===== src/verilog/sensor_video_pkg.sv =====
package sensor_video_pkg;

   typedef logic [11:0] pixel_t;   // one sensor data word
   typedef logic [11:0] row_t;     // row index inside vact
   typedef logic [11:0] col_t;     // column index inside bpf / hact
   typedef logic [15:0] count_t;   // cycle counts and line length

   // frame sequencing, order follows the line structure
   typedef enum logic [3:0] {
      s_stop,          // idle, waiting for trig
      s_pre_vact,      // trigger delay, whole lines
      s_first_line,    // blank line after vact rise
      s_bpf,           // black pixel flag
      s_pre_hact,      // gap before active pixels
      s_hact,          // active pixels
      s_after_hact,    // rest of the line
      s_last_line,     // blank line before vact fall
      s_frame_done     // single cycle, vact low
   } frame_state_t;

   localparam pixel_t LFSR_SEED = 12'hACE;   // must not be zero

endpackage


===== src/verilog/sensor_regs_pkg.sv =====
package sensor_regs_pkg;

   localparam int ADDR_W = 8;
   localparam int DATA_W = 32;

   typedef logic [ADDR_W-1:0] apb_addr_t;
   typedef logic [DATA_W-1:0] apb_data_t;

   // register map, byte offsets
   localparam apb_addr_t REG_CTRL     = 8'h00;   // pattern, continuous
   localparam apb_addr_t REG_LINE_LEN = 8'h04;   // cycles per line
   localparam apb_addr_t REG_NCOLS    = 8'h08;   // hact length
   localparam apb_addr_t REG_NROWS    = 8'h0C;   // hact pulses per frame
   localparam apb_addr_t REG_NBPF     = 8'h10;   // bpf length, 0 = none
   localparam apb_addr_t REG_NGAP     = 8'h14;   // bpf to hact
   localparam apb_addr_t REG_TRIG_DLY = 8'h18;   // in lines
   localparam apb_addr_t REG_STATUS   = 8'h1C;   // read only

   // CTRL fields
   localparam int CTRL_PATTERN_BIT = 0;   // 0 ramp, 1 lfsr
   localparam int CTRL_CONT_BIT    = 1;   // free running frames

endpackage


===== src/verilog/sensor_apb_regs.sv =====
`timescale 1ns/1ps

module sensor_apb_regs #(
   parameter sensor_video_pkg::count_t RESET_LINE_LEN = 16'd192
) (
   input  logic                       MCLK,
   input  logic                       c,
   input  sensor_regs_pkg::apb_addr_t paddr,
   input  logic                       psel,
   input  logic                       penable,
   input  logic                       pwrite,
   input  sensor_regs_pkg::apb_data_t pwdata,
   output sensor_regs_pkg::apb_data_t prdata,
   output logic                       pready,
   output logic                       pslverr,
   input  logic                       busy,               // live from fsm
   input  logic                       frame_done_pulse,
   output sensor_video_pkg::count_t   line_len,
   output sensor_video_pkg::col_t     ncols,
   output sensor_video_pkg::row_t     nrows,
   output sensor_video_pkg::count_t   nbpf,
   output sensor_video_pkg::count_t   ngap,
   output sensor_video_pkg::count_t   trig_dly,
   output logic                       pattern,
   output logic                       cont
);

   logic [7:0]                 sel;      // one hot, bit n = offset 4*n
   logic                       access;   // apb access phase
   logic                       bad;      // unmapped or read only write
   logic                       wr_en;
   sensor_regs_pkg::apb_data_t rdata;
   sensor_video_pkg::count_t   frame_cnt;

   assign access  = psel & penable;
   assign bad     = ~|sel | (pwrite & sel[7]);   // sel[7] is STATUS
   assign wr_en   = access & pwrite & ~bad;
   assign pready  = 1'b1;                        // zero wait states
   assign pslverr = access & bad;
   assign prdata  = (access & ~pwrite) ? rdata : '0;

   // single offset decode, feeds both the read mux and the write enables
   always_comb begin
      sel   = '0;
      rdata = '0;
      case (paddr)
         sensor_regs_pkg::REG_CTRL: begin
            sel[0] = 1'b1;
            rdata[sensor_regs_pkg::CTRL_PATTERN_BIT] = pattern;
            rdata[sensor_regs_pkg::CTRL_CONT_BIT]    = cont;
         end
         sensor_regs_pkg::REG_LINE_LEN: begin
            sel[1] = 1'b1;
            rdata  = sensor_regs_pkg::apb_data_t'(line_len);
         end
         sensor_regs_pkg::REG_NCOLS: begin
            sel[2] = 1'b1;
            rdata  = sensor_regs_pkg::apb_data_t'(ncols);
         end
         sensor_regs_pkg::REG_NROWS: begin
            sel[3] = 1'b1;
            rdata  = sensor_regs_pkg::apb_data_t'(nrows);
         end
         sensor_regs_pkg::REG_NBPF: begin
            sel[4] = 1'b1;
            rdata  = sensor_regs_pkg::apb_data_t'(nbpf);
         end
         sensor_regs_pkg::REG_NGAP: begin
            sel[5] = 1'b1;
            rdata  = sensor_regs_pkg::apb_data_t'(ngap);
         end
         sensor_regs_pkg::REG_TRIG_DLY: begin
            sel[6] = 1'b1;
            rdata  = sensor_regs_pkg::apb_data_t'(trig_dly);
         end
         sensor_regs_pkg::REG_STATUS: begin
            sel[7] = 1'b1;
            rdata  = {frame_cnt, 15'd0, busy};   // count in 31:16, busy in 0
         end
         default: ;                              // unmapped, sel stays zero
      endcase
   end

   always_ff @(posedge MCLK or posedge c) begin
      if (c) begin
         line_len  <= RESET_LINE_LEN;
         ncols     <= '0;
         nrows     <= '0;
         nbpf      <= '0;
         ngap      <= '0;
         trig_dly  <= '0;
         pattern   <= 1'b0;
         cont      <= 1'b0;
         frame_cnt <= '0;
      end else begin
         if (frame_done_pulse)
            frame_cnt <= frame_cnt + 1'b1;   // wraps at 16 bits
         if (wr_en) begin
            if (sel[0]) begin
               pattern <= pwdata[sensor_regs_pkg::CTRL_PATTERN_BIT];
               cont    <= pwdata[sensor_regs_pkg::CTRL_CONT_BIT];
            end
            if (sel[1])
               line_len <= sensor_video_pkg::count_t'(pwdata);
            if (sel[2])
               ncols <= sensor_video_pkg::col_t'(pwdata);
            if (sel[3])
               nrows <= sensor_video_pkg::row_t'(pwdata);
            if (sel[4])
               nbpf <= sensor_video_pkg::count_t'(pwdata);
            if (sel[5])
               ngap <= sensor_video_pkg::count_t'(pwdata);
            if (sel[6])
               trig_dly <= sensor_video_pkg::count_t'(pwdata);
         end
      end
   end

endmodule


===== src/verilog/sensor_frame_fsm.sv =====
`timescale 1ns/1ps

module sensor_frame_fsm (
   input  logic                     MCLK,
   input  logic                     c,
   input  logic                     trig,       // one cycle start request
   input  sensor_video_pkg::count_t line_len,
   input  sensor_video_pkg::col_t   ncols,
   input  sensor_video_pkg::row_t   nrows,
   input  sensor_video_pkg::count_t nbpf,
   input  sensor_video_pkg::count_t ngap,
   input  sensor_video_pkg::count_t trig_dly,
   input  logic                     cont,
   output sensor_video_pkg::row_t   row,
   output sensor_video_pkg::col_t   col,
   output logic                     bpf_i,
   output logic                     hact_i,
   output logic                     vact_i,
   output logic                     busy,
   output logic                     frame_done_pulse
);

   sensor_video_pkg::frame_state_t state, state_n;
   sensor_video_pkg::count_t       cnt, cnt_n;       // cycles left in state
   sensor_video_pkg::count_t       lines, lines_n;   // delay lines left
   sensor_video_pkg::count_t       after;            // tail of the line
   sensor_video_pkg::row_t         row_n;
   sensor_video_pkg::col_t         col_n;
   logic                           bpf_n, hact_n, vact_n;
   // segment starts, resolved in order after the state case
   logic                           start_frame, end_row, start_row;
   logic                           start_gap, start_hact;

   assign after = line_len - nbpf - ngap - sensor_video_pkg::count_t'(ncols);
   assign busy             = (state != sensor_video_pkg::s_stop);
   assign frame_done_pulse = (state == sensor_video_pkg::s_frame_done);

   always_comb begin
      state_n     = state;
      cnt_n       = cnt;
      lines_n     = lines;
      row_n       = row;
      col_n       = col;
      bpf_n       = bpf_i;
      hact_n      = hact_i;
      vact_n      = vact_i;
      start_frame = 1'b0;
      end_row     = 1'b0;
      start_row   = 1'b0;
      start_gap   = 1'b0;
      start_hact  = 1'b0;
      if (cnt != '0) begin
         cnt_n = cnt - 1'b1;
         if (bpf_i | hact_i)
            col_n = col + 1'b1;   // column runs over bpf and hact
      end else begin
         case (state)
            sensor_video_pkg::s_stop, sensor_video_pkg::s_frame_done: begin
               state_n = sensor_video_pkg::s_stop;
               if (frame_done_pulse && cont)
                  start_frame = 1'b1;               // back to back, no delay
               else if (trig && trig_dly == '0)
                  start_frame = 1'b1;
               else if (trig) begin
                  state_n = sensor_video_pkg::s_pre_vact;
                  cnt_n   = line_len - 1'b1;
                  lines_n = trig_dly - 1'b1;
               end
            end
            sensor_video_pkg::s_pre_vact: begin
               if (lines == '0)
                  start_frame = 1'b1;
               else begin
                  lines_n = lines - 1'b1;
                  cnt_n   = line_len - 1'b1;
               end
            end
            sensor_video_pkg::s_first_line: begin
               row_n     = '0;
               start_row = 1'b1;
            end
            sensor_video_pkg::s_bpf: begin
               bpf_n     = 1'b0;
               start_gap = 1'b1;
            end
            sensor_video_pkg::s_pre_hact:
               start_hact = 1'b1;
            sensor_video_pkg::s_hact: begin
               hact_n = 1'b0;
               row_n  = row + 1'b1;
               if (after != '0) begin
                  state_n = sensor_video_pkg::s_after_hact;
                  cnt_n   = after - 1'b1;
               end else
                  end_row = 1'b1;                   // line fully used by bpf+gap+hact
            end
            sensor_video_pkg::s_after_hact:
               end_row = 1'b1;
            sensor_video_pkg::s_last_line: begin
               vact_n  = 1'b0;
               state_n = sensor_video_pkg::s_frame_done;
            end
            default:
               state_n = sensor_video_pkg::s_stop;
         endcase
      end
      if (start_frame) begin
         state_n = sensor_video_pkg::s_first_line;
         vact_n  = 1'b1;
         cnt_n   = line_len - 1'b1;
      end
      if (end_row) begin
         if (row_n == nrows) begin
            state_n = sensor_video_pkg::s_last_line;
            cnt_n   = line_len - 1'b1;
         end else
            start_row = 1'b1;
      end
      if (start_row) begin
         col_n = '0;
         if (nbpf != '0) begin
            state_n = sensor_video_pkg::s_bpf;
            bpf_n   = 1'b1;
            cnt_n   = nbpf - 1'b1;
         end else
            start_gap = 1'b1;
      end
      if (start_gap) begin
         if (ngap != '0) begin
            state_n = sensor_video_pkg::s_pre_hact;
            cnt_n   = ngap - 1'b1;
         end else
            start_hact = 1'b1;
      end
      if (start_hact) begin
         state_n = sensor_video_pkg::s_hact;
         hact_n  = 1'b1;
         col_n   = '0;                              // restart at hact
         cnt_n   = sensor_video_pkg::count_t'(ncols) - 1'b1;
      end
   end

   always_ff @(posedge MCLK or posedge c) begin
      if (c) begin
         state  <= sensor_video_pkg::s_stop;
         cnt    <= '0;
         lines  <= '0;
         row    <= '0;
         col    <= '0;
         bpf_i  <= 1'b0;
         hact_i <= 1'b0;
         vact_i <= 1'b0;
      end else begin
         state  <= state_n;
         cnt    <= cnt_n;
         lines  <= lines_n;
         row    <= row_n;
         col    <= col_n;
         bpf_i  <= bpf_n;
         hact_i <= hact_n;
         vact_i <= vact_n;
      end
   end

endmodule


===== src/verilog/sensor_pixel_out.sv =====
`timescale 1ns/1ps

module sensor_pixel_out (
   input  logic                     MCLK,
   input  logic                     c,
   input  sensor_video_pkg::row_t   row,
   input  sensor_video_pkg::col_t   col,
   input  logic                     bpf_i,
   input  logic                     hact_i,
   input  logic                     vact_i,
   input  logic                     pattern,     // 0 ramp, 1 lfsr
   output sensor_video_pkg::pixel_t d,
   output logic                     bpf,
   output logic                     hact,
   output logic                     vact,
   output logic                     vact_start
);

   sensor_video_pkg::pixel_t lfsr;
   sensor_video_pkg::pixel_t lfsr_next;
   sensor_video_pkg::pixel_t ramp;
   logic                     active;      // bpf or hact this cycle
   logic                     vact_rise;

   assign active    = bpf_i | hact_i;
   assign vact_rise = vact_i & ~vact;             // vact is last cycle's vact_i
   assign ramp      = {row[11:8], 8'h00} + col;   // wraps mod 4096

   // fibonacci, taps 12 6 4 1
   assign lfsr_next = {lfsr[10:0], lfsr[11] ^ lfsr[5] ^ lfsr[3] ^ lfsr[0]};

   always_ff @(posedge MCLK or posedge c) begin
      if (c) begin
         d          <= '0;
         bpf        <= 1'b0;
         hact       <= 1'b0;
         vact       <= 1'b0;
         vact_start <= 1'b0;
         lfsr       <= sensor_video_pkg::LFSR_SEED;
      end else begin
         bpf        <= bpf_i;
         hact       <= hact_i;
         vact       <= vact_i;
         vact_start <= vact_rise;
         if (vact_rise)
            lfsr <= sensor_video_pkg::LFSR_SEED;   // same pattern every frame
         else if (active)
            lfsr <= lfsr_next;
         if (!active)
            d <= '0;                                // blank outside bpf/hact
         else if (pattern)
            d <= lfsr;
         else
            d <= ramp;
      end
   end

endmodule


===== src/verilog/sensor_top.sv =====
`timescale 1ns/1ps

module sensor_top #(
   parameter sensor_video_pkg::count_t RESET_LINE_LEN = 16'd192
) (
   input  logic                       MCLK,
   input  logic                       c,
   input  sensor_regs_pkg::apb_addr_t paddr,
   input  logic                       psel,
   input  logic                       penable,
   input  logic                       pwrite,
   input  sensor_regs_pkg::apb_data_t pwdata,
   output sensor_regs_pkg::apb_data_t prdata,
   output logic                       pready,
   output logic                       pslverr,
   input  logic                       trig,
   output sensor_video_pkg::pixel_t   d,
   output logic                       bpf,
   output logic                       hact,
   output logic                       vact,
   output logic                       vact_start
);

   // frame configuration
   sensor_video_pkg::count_t line_len;
   sensor_video_pkg::col_t   ncols;
   sensor_video_pkg::row_t   nrows;
   sensor_video_pkg::count_t nbpf;
   sensor_video_pkg::count_t ngap;
   sensor_video_pkg::count_t trig_dly;
   logic                     pattern;
   logic                     cont;
   // fsm status back to regs
   logic                     busy;
   logic                     frame_done_pulse;
   // fsm to pixel stage, one cycle ahead of the pins
   sensor_video_pkg::row_t   row;
   sensor_video_pkg::col_t   col;
   logic                     bpf_i;
   logic                     hact_i;
   logic                     vact_i;

   sensor_apb_regs #(
      .RESET_LINE_LEN (RESET_LINE_LEN)
   ) u_regs (
      .MCLK             (MCLK),
      .c                (c),
      .paddr            (paddr),
      .psel             (psel),
      .penable          (penable),
      .pwrite           (pwrite),
      .pwdata           (pwdata),
      .prdata           (prdata),
      .pready           (pready),
      .pslverr          (pslverr),
      .busy             (busy),
      .frame_done_pulse (frame_done_pulse),
      .line_len         (line_len),
      .ncols            (ncols),
      .nrows            (nrows),
      .nbpf             (nbpf),
      .ngap             (ngap),
      .trig_dly         (trig_dly),
      .pattern          (pattern),
      .cont             (cont)
   );

   sensor_frame_fsm u_fsm (
      .MCLK             (MCLK),
      .c                (c),
      .trig             (trig),
      .line_len         (line_len),
      .ncols            (ncols),
      .nrows            (nrows),
      .nbpf             (nbpf),
      .ngap             (ngap),
      .trig_dly         (trig_dly),
      .cont             (cont),
      .row              (row),
      .col              (col),
      .bpf_i            (bpf_i),
      .hact_i           (hact_i),
      .vact_i           (vact_i),
      .busy             (busy),
      .frame_done_pulse (frame_done_pulse)
   );

   sensor_pixel_out u_pix (
      .MCLK       (MCLK),
      .c          (c),
      .row        (row),
      .col        (col),
      .bpf_i      (bpf_i),
      .hact_i     (hact_i),
      .vact_i     (vact_i),
      .pattern    (pattern),
      .d          (d),
      .bpf        (bpf),
      .hact       (hact),
      .vact       (vact),
      .vact_start (vact_start)
   );

endmodule


===== config.mk =====
export PLATFORM = sky130hd
export DESIGN_NAME = sensor_top
export DESIGN_NICKNAME = d
export VERILOG_FILES = /design/src/verilog/sensor_video_pkg.sv /design/src/verilog/sensor_regs_pkg.sv /design/src/verilog/sensor_apb_regs.sv /design/src/verilog/sensor_frame_fsm.sv /design/src/verilog/sensor_pixel_out.sv /design/src/verilog/sensor_top.sv
export SDC_FILE = /design/constraint.sdc
export NUM_CORES = 1
export LEC_CHECK = 0
export ABC_AREA = 1
export BUFFER_PORTS_ARGS = -buffer_cell sky130_fd_sc_hd__buf_4
export CAP_MARGIN = 20
export CORE_UTILIZATION = 50
export CTS_CLUSTER_DIAMETER = 150
export DETAILED_ROUTE_END_ITERATION = 7
export HOLD_SLACK_MARGIN = 0.02
export PLACE_DENSITY = 0.68
export SYNTH_ARGS = -nofsm -noshare
export SYNTH_HDL_FRONTEND = slang
export SYNTH_SLANG_ARGS = --single-unit

===== constraint.sdc =====
create_clock -name MCLK -period 12.9 [get_ports MCLK]
set_input_delay 2.58 -clock MCLK [delete_from_list [all_inputs] [get_ports MCLK]]
set_output_delay 2.58 -clock MCLK [all_outputs]
set_load 0.05 [all_outputs]

# Yosys cells after proc, flatten, opt, wreduce, memory -nomap -nowiden

Index checks and enable logic that the tools add are counted.

Add/subtract/negate cells: 15
Equality and inequality tests: 22
Muxes and demuxes: 85
Bitwise logic cells: 16
Reductions and logical operators: 32

Operators by type and width:

| cell                  | number |
|---|---|
| $mux 16               | 18 |
| $pmux 30 s7           | 1 |
| $sub 16x1->16 const B | 7 |
| $mux 12               | 9 |
| $reduce_bool 16->1    | 4 |
| $mux 4                | 12 |
| $pmux 16 s3           | 1 |
| $mux 1                | 37 |
| $eq 8x5->1 const B    | 4 |
| $logic_not 16->1      | 2 |
| $mux 32               | 1 |
| $pmux 16 s2           | 1 |
| $sub 16x16->16        | 2 |
| $add 12x1->12 const B | 2 |
| $pmux 12 s2           | 1 |
| $reduce_and 2->1      | 10 |
| $add 16x1->16 const B | 1 |
| $eq 4x3->1 const B    | 4 |
| $eq 8x4->1 const B    | 2 |
| $pmux 2 s8            | 1 |
| $pmux 4 s4            | 1 |
| $sub 16x12->16        | 1 |
| $sub 12x1->13 const B | 1 |
| $add 12x12->12        | 1 |
| 23 further kinds      | 46 |

Flip-flop bits (word level): 197
Bits of input ports: 46
Output and inout bits: 50
Logic and storage cells: 193

# Longest topological paths before layout

Gate-level depths: netlist of run 1.

Depth in word-level cells: 15
Mapped depth: 29
Depth with buffers taken out: 28

# Cells and area by module

A second synthesis of run 1 with hierarchy kept.

Cells, all modules: 2,229
Area total of the unflattened synthesis: 15,581.2 µm²

By module, submodules not included:

| module           | instances | cells an instance | area an instance (µm²) | sequential area each (µm²) |
|---|---|---|---|---|
| sensor_frame_fsm | 1         | 1,458             | 8,750.9                | 1,576.5 |
| sensor_apb_regs  | 1         | 641               | 5,591.6                | 2,655.0 |
| sensor_pixel_out | 1         | 130               | 1,238.7                | 709.4 |

# Worst setup path before layout of run 1

No wires, ideal clock.

Path kind: input-to-output
Start: input paddr[7]
End: output prdata[6]
Data arrival time: 4.612 ns
Required time: 10.320 ns
Slack: 5.708 ns
Stages: 8
Buffers on the path: 1
Cell sequence: nor2_1 inv_1 nor3_1 nand2_1 nor2_1 clkbuf_1 a22oi_1 a31oi_1

Word-level cells in the longest chain between the ends: 3
Elaborated cells between the ends (all ways): 9
Those cells by class: eq/ne (7); mux (2)

RTL lines:

| what                               | RTL line              | source |
|---|---|---|
| from (decl)                        | sensor_top.sv:8       | `input sensor_regs_pkg::apb_addr_t paddr,` |
| $eq 8x5->1 (tied with other cells) | sensor_apb_regs.sv:46 | `case (paddr)` |
| $pmux 30 s7 *                      | sensor_apb_regs.sv:46 |  |
| $mux 32 *                          | sensor_apb_regs.sv:40 | `assign prdata = (access & ~pwrite) ? rdata : '0;` |
| to (decl)                          | sensor_top.sv:13      | `output sensor_regs_pkg::apb_data_t prdata,` |

Every way passes the cells marked *; elsewhere a longest branch is shown, timed or not.

# Worst setup path after layout of run 1

Start: input paddr[7]
End: output prdata[7]

The elaborated chain is that of the path after synthesis.

==> results of run 1 <==
-- cells by family (layout without fill, tap and decap cells) --
group | after synthesis | after routing
xor+xnor | 87 | 87
flops | 197 | 197
compound gates | 317 | 317
simple gates | 1104 | 1104
other cells | 1 | 2
mux | 2 | 2
buf+inv | 389 | 454
fa+ha+maj | 60 | 60
-- through the flow --
| step | instance area, um^2 | std cells | hold WS [ns] | power (mW) |
|---|---|---|---|---|
| floorplan | 14700 | 2157 | 0.369 | 0.658 |
| global placement | 15600 | 2574 | 0.395 | 0.679 |
| detailed placement | 15600 | 2574 | 0.398 | 0.680 |
| CTS | 16200 | 2606 | 0.416 | 1.25 |
| global route | 16200 | 2606 | 0.424 | 1.28 |
| finish | 16200 | 2607 | 0.407 | 1.24 |
-- state kept, by name, summed over array words and instances (netlist names), 4 cells and up --
register	count
u_fsm.lines	16
u_regs.ncols	12
u_fsm.row	12
u_regs.line_len	16
u_pix.lfsr	12
u_regs.trig_dly	16
u_pix.d	12
u_regs.nrows	12
u_fsm.state	4
u_regs.nbpf	16
u_regs.frame_cnt	16
u_fsm.col	12
u_regs.ngap	16
u_fsm.cnt	16
-- worst min-delay path by stage --
| stage | endpoint | depth (start not counted) |
|---|---|---|
| 6_report | u_pix.bpf | 0 |
| 5_1_grt | u_pix.vact | 0 |
| 4_1_cts | u_pix.bpf | 0 |
| 3_5_place_dp | u_pix.bpf | 0 |
| 3_3_place_gp | u_pix.vact | 0 |
| 2_1_floorplan | u_pix.hact | 0 |
-- routing by layer --
| layer | share of wire (%) | routed length [um] |
|---|---|---|
| met5 | 0 | 0 |
| met4 | 1.6 | 772 |
| met3 | 7.3 | 3460 |
| met2 | 46 | 21800 |
| met1 | 45 | 21400 |
-- power breakdown --
| part | internal (mW) | switching, mW | total, mW | leakage (nW) |
|---|---|---|---|---|
| Combinational | 0.0130 | 0.0362 | 0.0492 | 5.61 |
| Clock | 0.298 | 0.276 | 0.574 | 0.300 |
| Sequential | 0.617 | 0.000505 | 0.618 | 2.39 |
| Total | 0.928 | 0.312 | 1.24 | 8.30 |
-- cells in the final DEF, fill, tap and decap left out, types with 4 or more instances in the layout --
cell type and count:
xor2_1 70, o21a_1 6, o21ai_1 5, o21ai_0 151
o211ai_1 5, nor2_4 7, inv_8 7, ha_1 32
dfrtp_1 188, dfstp_2 9, inv_2 6, a21oi_1 97
inv_1 329, or2_2 6, o22ai_1 25, nand4_1 28
a31oi_1 8, nor3_1 45, nor2_2 10, nor2_1 187
nand2_1 605, buf_4 84, fa_1 28, a221oi_1 7
nand3b_1 17, nand2_2 10, nor4_1 4, nand3_1 166
clkbuf_16 17, xnor2_1 17
-- cell type report --
| type | instances | area (um^2) |
|---|---|---|
| diodes | 1 | 2.50 |
| clock buffers | 18 | 429 |
| clock inverters | 14 | 186 |
| fillers | 2905 | 12700 |
| inverters | 338 | 1280 |
| multi-input cells | 1571 | 8240 |
| flip-flops and latches | 197 | 4940 |
| well taps | 384 | 480 |
| repair buffers | 84 | 631 |
==> results.json, run 1 <==
{
  "wl_per_cell_um": 18.2,
  "postSynthCellCount": 2157,
  "drt_iter0_drc": 1555,
  "ys_warn_count": 0,
  "fmax_ghz": 0.127,
  "initial_core_util_pct": 51.0,
  "grtUsageMet2_pct": 52.1,
  "cts.repair.resized": 0,
  "vias": 14424,
  "r2r-start": "u_regs.nbpf[0]",
  "post_cts_buffers": 0,
  "drc": 0,
  "hold_start": "u_fsm.bpf_i",
  "syn_nets": 2263,
  "synth_ff_type": "dfrtp_1",
  "clk_pin_slew_ns": 0.07,
  "clk_latency_ns": 0.46,
  "ys_seq_area_share_pct": 33.6,
  "clockRootBuffer": "clkbuf_16",
  "fp-row-count": 62,
  "synth-compound-area-share_pct": 11.7,
  "cts_hold_buf": 0,
  "skew_ns": 0.0138,
  "final_util_pct": 56.1,
  "pre_cts_ws_ns": 5.11,
  "chipHeight_um": 174,
  "cts.htree.levels": 4,
  "power_density_nw_per_um2": 76.7,
  "synth_top_family_by_area": "simple AND/OR/NAND/NOR gates",
  "synthAdderAreaFrac_pct": 6.53,
  "reg2reg_slack_ns": 7.25,
  "cts_tree": "done",
  "slew_headroom_pct": 27.7,
  "cp-start-kind": "input pin",
  "grtUsageMet1_pct": 45.5,
  "cpMaxStageDelayCell": "nor2_1",
  "synth_most_common_cell": "nand2_1",
  "drive_gt1_share_pct": 7.97,
  "grt_max_degree": 139,
  "crit_path_end": "prdata[7]",
  "crit_path_max_fanout": 12,
  "grt_pass1_vias": 13529,
  "wirelength_um": 47500,
  "cp.depth": 11,
  "ys_async_sr_fraction_pct": 100,
  "slew_violations": 0,
  "clk_path_buf_depth": 2,
  "crit_chain": "buf_4 > nor2_1 > inv_1 > nor3_1 > nand2_1 > nor2_1 > inv_1 > o22ai_1 > a21oi_1 > a21oi_1 > buf_4",
  "final-hold-violation-count": 0,
  "period_minus_slack_ns": 7.90,
  "crit_path_start": "paddr[7]",
  "hold_path_class": "register to register",
  "die_x_um": 174,
  "synthTopCellsByArea": "dfrtp_1, nand2_1, inv_1, nand3_1, o21ai_0",
  "globalplace.congestion": 1.00,
  "synth-simple-area-share_pct": 32.4,
  "cts_sinks": 197,
  "use_met3_pct": 5.04,
  "gr-usage-all-layers_pct": 32.3,
  "setup_viol": 0,
  "synth.avg_cell_area_um2": 6.82,
  "cts_inserted_buffers": 17,
  "yosysTopAreaCellShare_pct": 32.0,
  "syn2layout_area_growth_pct": 10.0,
  "grt_setup_unrepaired": "no",
  "drv_cap": 0,
  "io_pins": 96,
  "worstPathArrival_ns": 5.32,
  "synth_edf_count": 0,
  "max_stage_delay_ns": 0.84,
  "grt_pass1_wl_um": 75200,
  "power.leakage_nw": 8.30,
  "path_delay_family": "simple AND/OR/NAND/NOR gates",
  "cp-end-kind": "output pin",
  "core_area_um2": 28900,
  "outcome": "completed",
  "grt.busiest_layer": "met2",
  "finalNetCount": 2315,
  "fin_crit_sh_pct": 61.3,
  "r2r-end": "u_fsm.cnt[10]",
  "cp.required_ns": 10.32,
  "synth_commonest_cells": "nand2_1, inv_1, nor2_1, dfrtp_1, nand3_1",
  "dp.final_hpwl_um": 37600,
  "antenna_found_initial": 1,
  "viasPerCell": 5.53,
  "fin_tns_setup_ns": 0,
  "synth-seq-cells": 197,
  "die_area_um2": 30100,
  "setup_ws_ns": 5.00,
  "drtAntennaViolNets": 0,
  "ir_drop_mv": 0.0987,
  "critical_path_class": "input pin to output pin",
  "globalRoute.totalOverflow": 0,
  "synth_top_area_cell": "dfrtp_1",
  "synthXorXnorAreaFrac_pct": 5.18,
  "worst-path-buf-inv": 4,
  "netlist-cell-type-count": 52,
  "syn_area_um2": 14700,
  "reg2regPathDepth": 25,
  "muxShareOfSynthArea_pct": 0.136,
  "worst_pin_slew_ns": 1.08,
  "drt_pass1_iterations": 6,
  "portBuffers": 78
}
(Power assumes the default switching activity.)
==> run 2, diff against run 1 <==
clock period = 7.5 ns   (was 12.9 ns; I/O delays follow)
==> run 2 against run 1 <==
Hold slack better by 0.0048 ns; clock power up 68%; worst setup slack worse by 3.2 ns; flip-flop and latch count unchanged; register-to-register slack worse by 5.3 ns; design area about the same; clock skew up 0.0017 ns; power up 70%; highest routed layer unchanged.
==> results.json, run 2 (synthesis results as in run 1) <==
{
  "grt_setup_unrepaired": "no",
  "final-hold-violation-count": 0,
  "clk_pin_slew_ns": 0.07,
  "grt_pass1_vias": 13459,
  "die_x_um": 174,
  "ir_drop_mv": 0.202,
  "finalNetCount": 2315,
  "drt_iter0_drc": 1564,
  "critical_path_class": "input pin to output pin",
  "post_cts_buffers": 0,
  "drt_pass1_iterations": 6,
  "p_total_mw": 2.11,
  "cts_sinks": 197,
  "portBuffers": 78,
  "drv_cap": 0,
  "cts.repair.resized": 0,
  "wirelength_um": 46400,
  "fp-row-count": 62,
  "layout_common_cells": "nand2_1, inv_1, dfrtp_1",
  "chipHeight_um": 174,
  "worst_pin_slew_ns": 1.03,
  "globalRoute.totalOverflow": 0,
  "cp.required_ns": 6.00,
  "fin_tns_setup_ns": 0,
  "outcome": "completed",
  "power_frac_comb_pct": 4.0,
  "fmax_ghz": 0.176,
  "worst-path-buf-inv": 4,
  "fin_crit_sh_pct": 75.7,
  "cpMaxStageDelayCell": "nor2_1",
  "cts_tree": "done",
  "gr-usage-all-layers_pct": 31.5,
  "clockRootBuffer": "clkbuf_16",
  "wl_per_cell_um": 17.8,
  "skew_ns": 0.0155,
  "cp-end-kind": "output pin",
  "p_clk_share_pct": 45.6,
  "setup_viol": 0,
  "net-switching-power_mw": 0.546,
  "grt_max_degree": 135,
  "viasPerCell": 5.50,
  "globalplace.congestion": 0.973,
  "clk_path_buf_depth": 2,
  "grt_pass1_wl_um": 73500,
  "drc": 0,
  "clk_latency_ns": 0.46,
  "pre_cts_ws_ns": 1.91,
  "slew_headroom_pct": 30.7,
  "core_area_um2": 28900,
  "power.leakage_nw": 8.30,
  "initial_core_util_pct": 51.0,
  "p_int_mw": 1.56,
  "final_common_cell": "nand2_1",
  "cts.htree.levels": 4,
  "pwr-share-seq_pct": 50.4,
  "die_area_um2": 30100,
  "io_pins": 96,
  "period_minus_slack_ns": 5.68,
  "setup_ws_ns": 1.82,
  "crit_chain": "buf_4 > nor2_1 > inv_1 > nor3_1 > nand2_1 > nor2_1 > inv_1 > o22ai_1 > a21oi_1 > a21oi_1 > buf_4",
  "path_delay_family": "simple AND/OR/NAND/NOR gates",
  "cts_inserted_buffers": 17,
  "power_density_nw_per_um2": 130,
  "vias": 14327,
  "drive_gt1_share_pct": 8.01,
  "cp-start-kind": "input pin",
  "antenna_found_initial": 1,
  "hold_path_class": "register to register",
  "cts_hold_buf": 0,
  "max_stage_delay_ns": 0.81,
  "worstPathArrival_ns": 4.18,
  "crit_path_max_fanout": 12,
  "syn2layout_area_growth_pct": 10.1,
  "dp.final_hpwl_um": 36800,
  "drtAntennaViolNets": 0,
  "swShare_pct": 25.9,
  "slew_violations": 0
}
[run 2: changes by cell type in the layout (fill, tap and decap cells not counted), sizes merged]
cell and change:
clkbuf -1, bufinv -1, clkinv +2
[run 2: worst reg2reg max path, stage by stage, from the launching register on]
cell     delay, ns
dfrtp_1       0.44
ha_1          0.31
inv_1         0.05
fa_1          0.47
inv_1         0.05
fa_1          0.36
inv_1         0.20
fa_1          0.43
inv_1         0.09
ha_1          0.19
inv_1         0.05
nor2_1        0.09
nand3_1       0.17
nor2_1        0.13
nand2_1       0.13
nor2_2        0.19
nand4_1       0.27
nand2_1       0.23
nand3_1       0.45
nand2_2       0.49
inv_1         0.20
nand2_1       0.11
nand3_1       0.09
nand3_1       0.08
nand3_1       0.08
nand2_1       0.12
[run 2: per-layer routing]
layer,up-vias,share of wire (%),GRT usage [%]
li1,6971,-,-
met1,6644,44,44.1
met2,627,44,49.3
met3,85,8.2,4.87
met4,0,3.4,11.9
met5,-,0,0
[run 2: power by group through the flow]
stage | Combinational [mW] | Sequential [mW] | Clock, mW
floorplan | 0.0488 | 1.08 | 0
global placement | 0.0845 | 1.08 | 0
detailed placement | 0.0850 | 1.08 | 0
CTS | 0.0853 | 1.06 | 0.970
global route | 0.0952 | 1.06 | 1.01
finish | 0.0844 | 1.06 | 0.963
[run 2: worst paths after layout]
| check | depth (start not counted) | startpoint | slack [ns] | endpoint |
|---|---|---|---|---|
| setup reg to reg | 25 | u_regs.nbpf[0] | 1.97 | u_fsm.cnt[10] |
| min in group asynchronous | 2 | c | 1.21 | u_fsm.lines[7] |
| hold reg to reg | 0 | u_fsm.bpf_i | 0.41 | u_pix.bpf |
| max in group asynchronous | 3 | c | 4.87 | u_regs.line_len[9] |
| hold / removal | 0 | u_fsm.bpf_i | 0.41 | u_pix.bpf |
| setup / recovery | 11 | paddr[7] | 1.82 | prdata[7] |
[run 2: cell type report]
type	instances	area, um^2
inverter	338	1280
sequential	197	4940
tap	384	480
fill	2799	12700
timing repair buffer	84	646
multi-input combinational	1571	8240
antenna	1	2.50
clock buffer	17	425
clock inverter	15	180
[run 2: per-stage QoR]
step	hold slack, ns	utilization (%)	cell area [um^2]	instances
6_report	0.412	56.1	16200	2607
5_1_grt	0.430	56.1	16200	2606
4_1_cts	0.422	56.1	16200	2606
3_5_place_dp	0.398	54.0	15600	2574
3_3_place_gp	0.394	53.9	15600	2572
2_1_floorplan	0.369	-	14700	2157
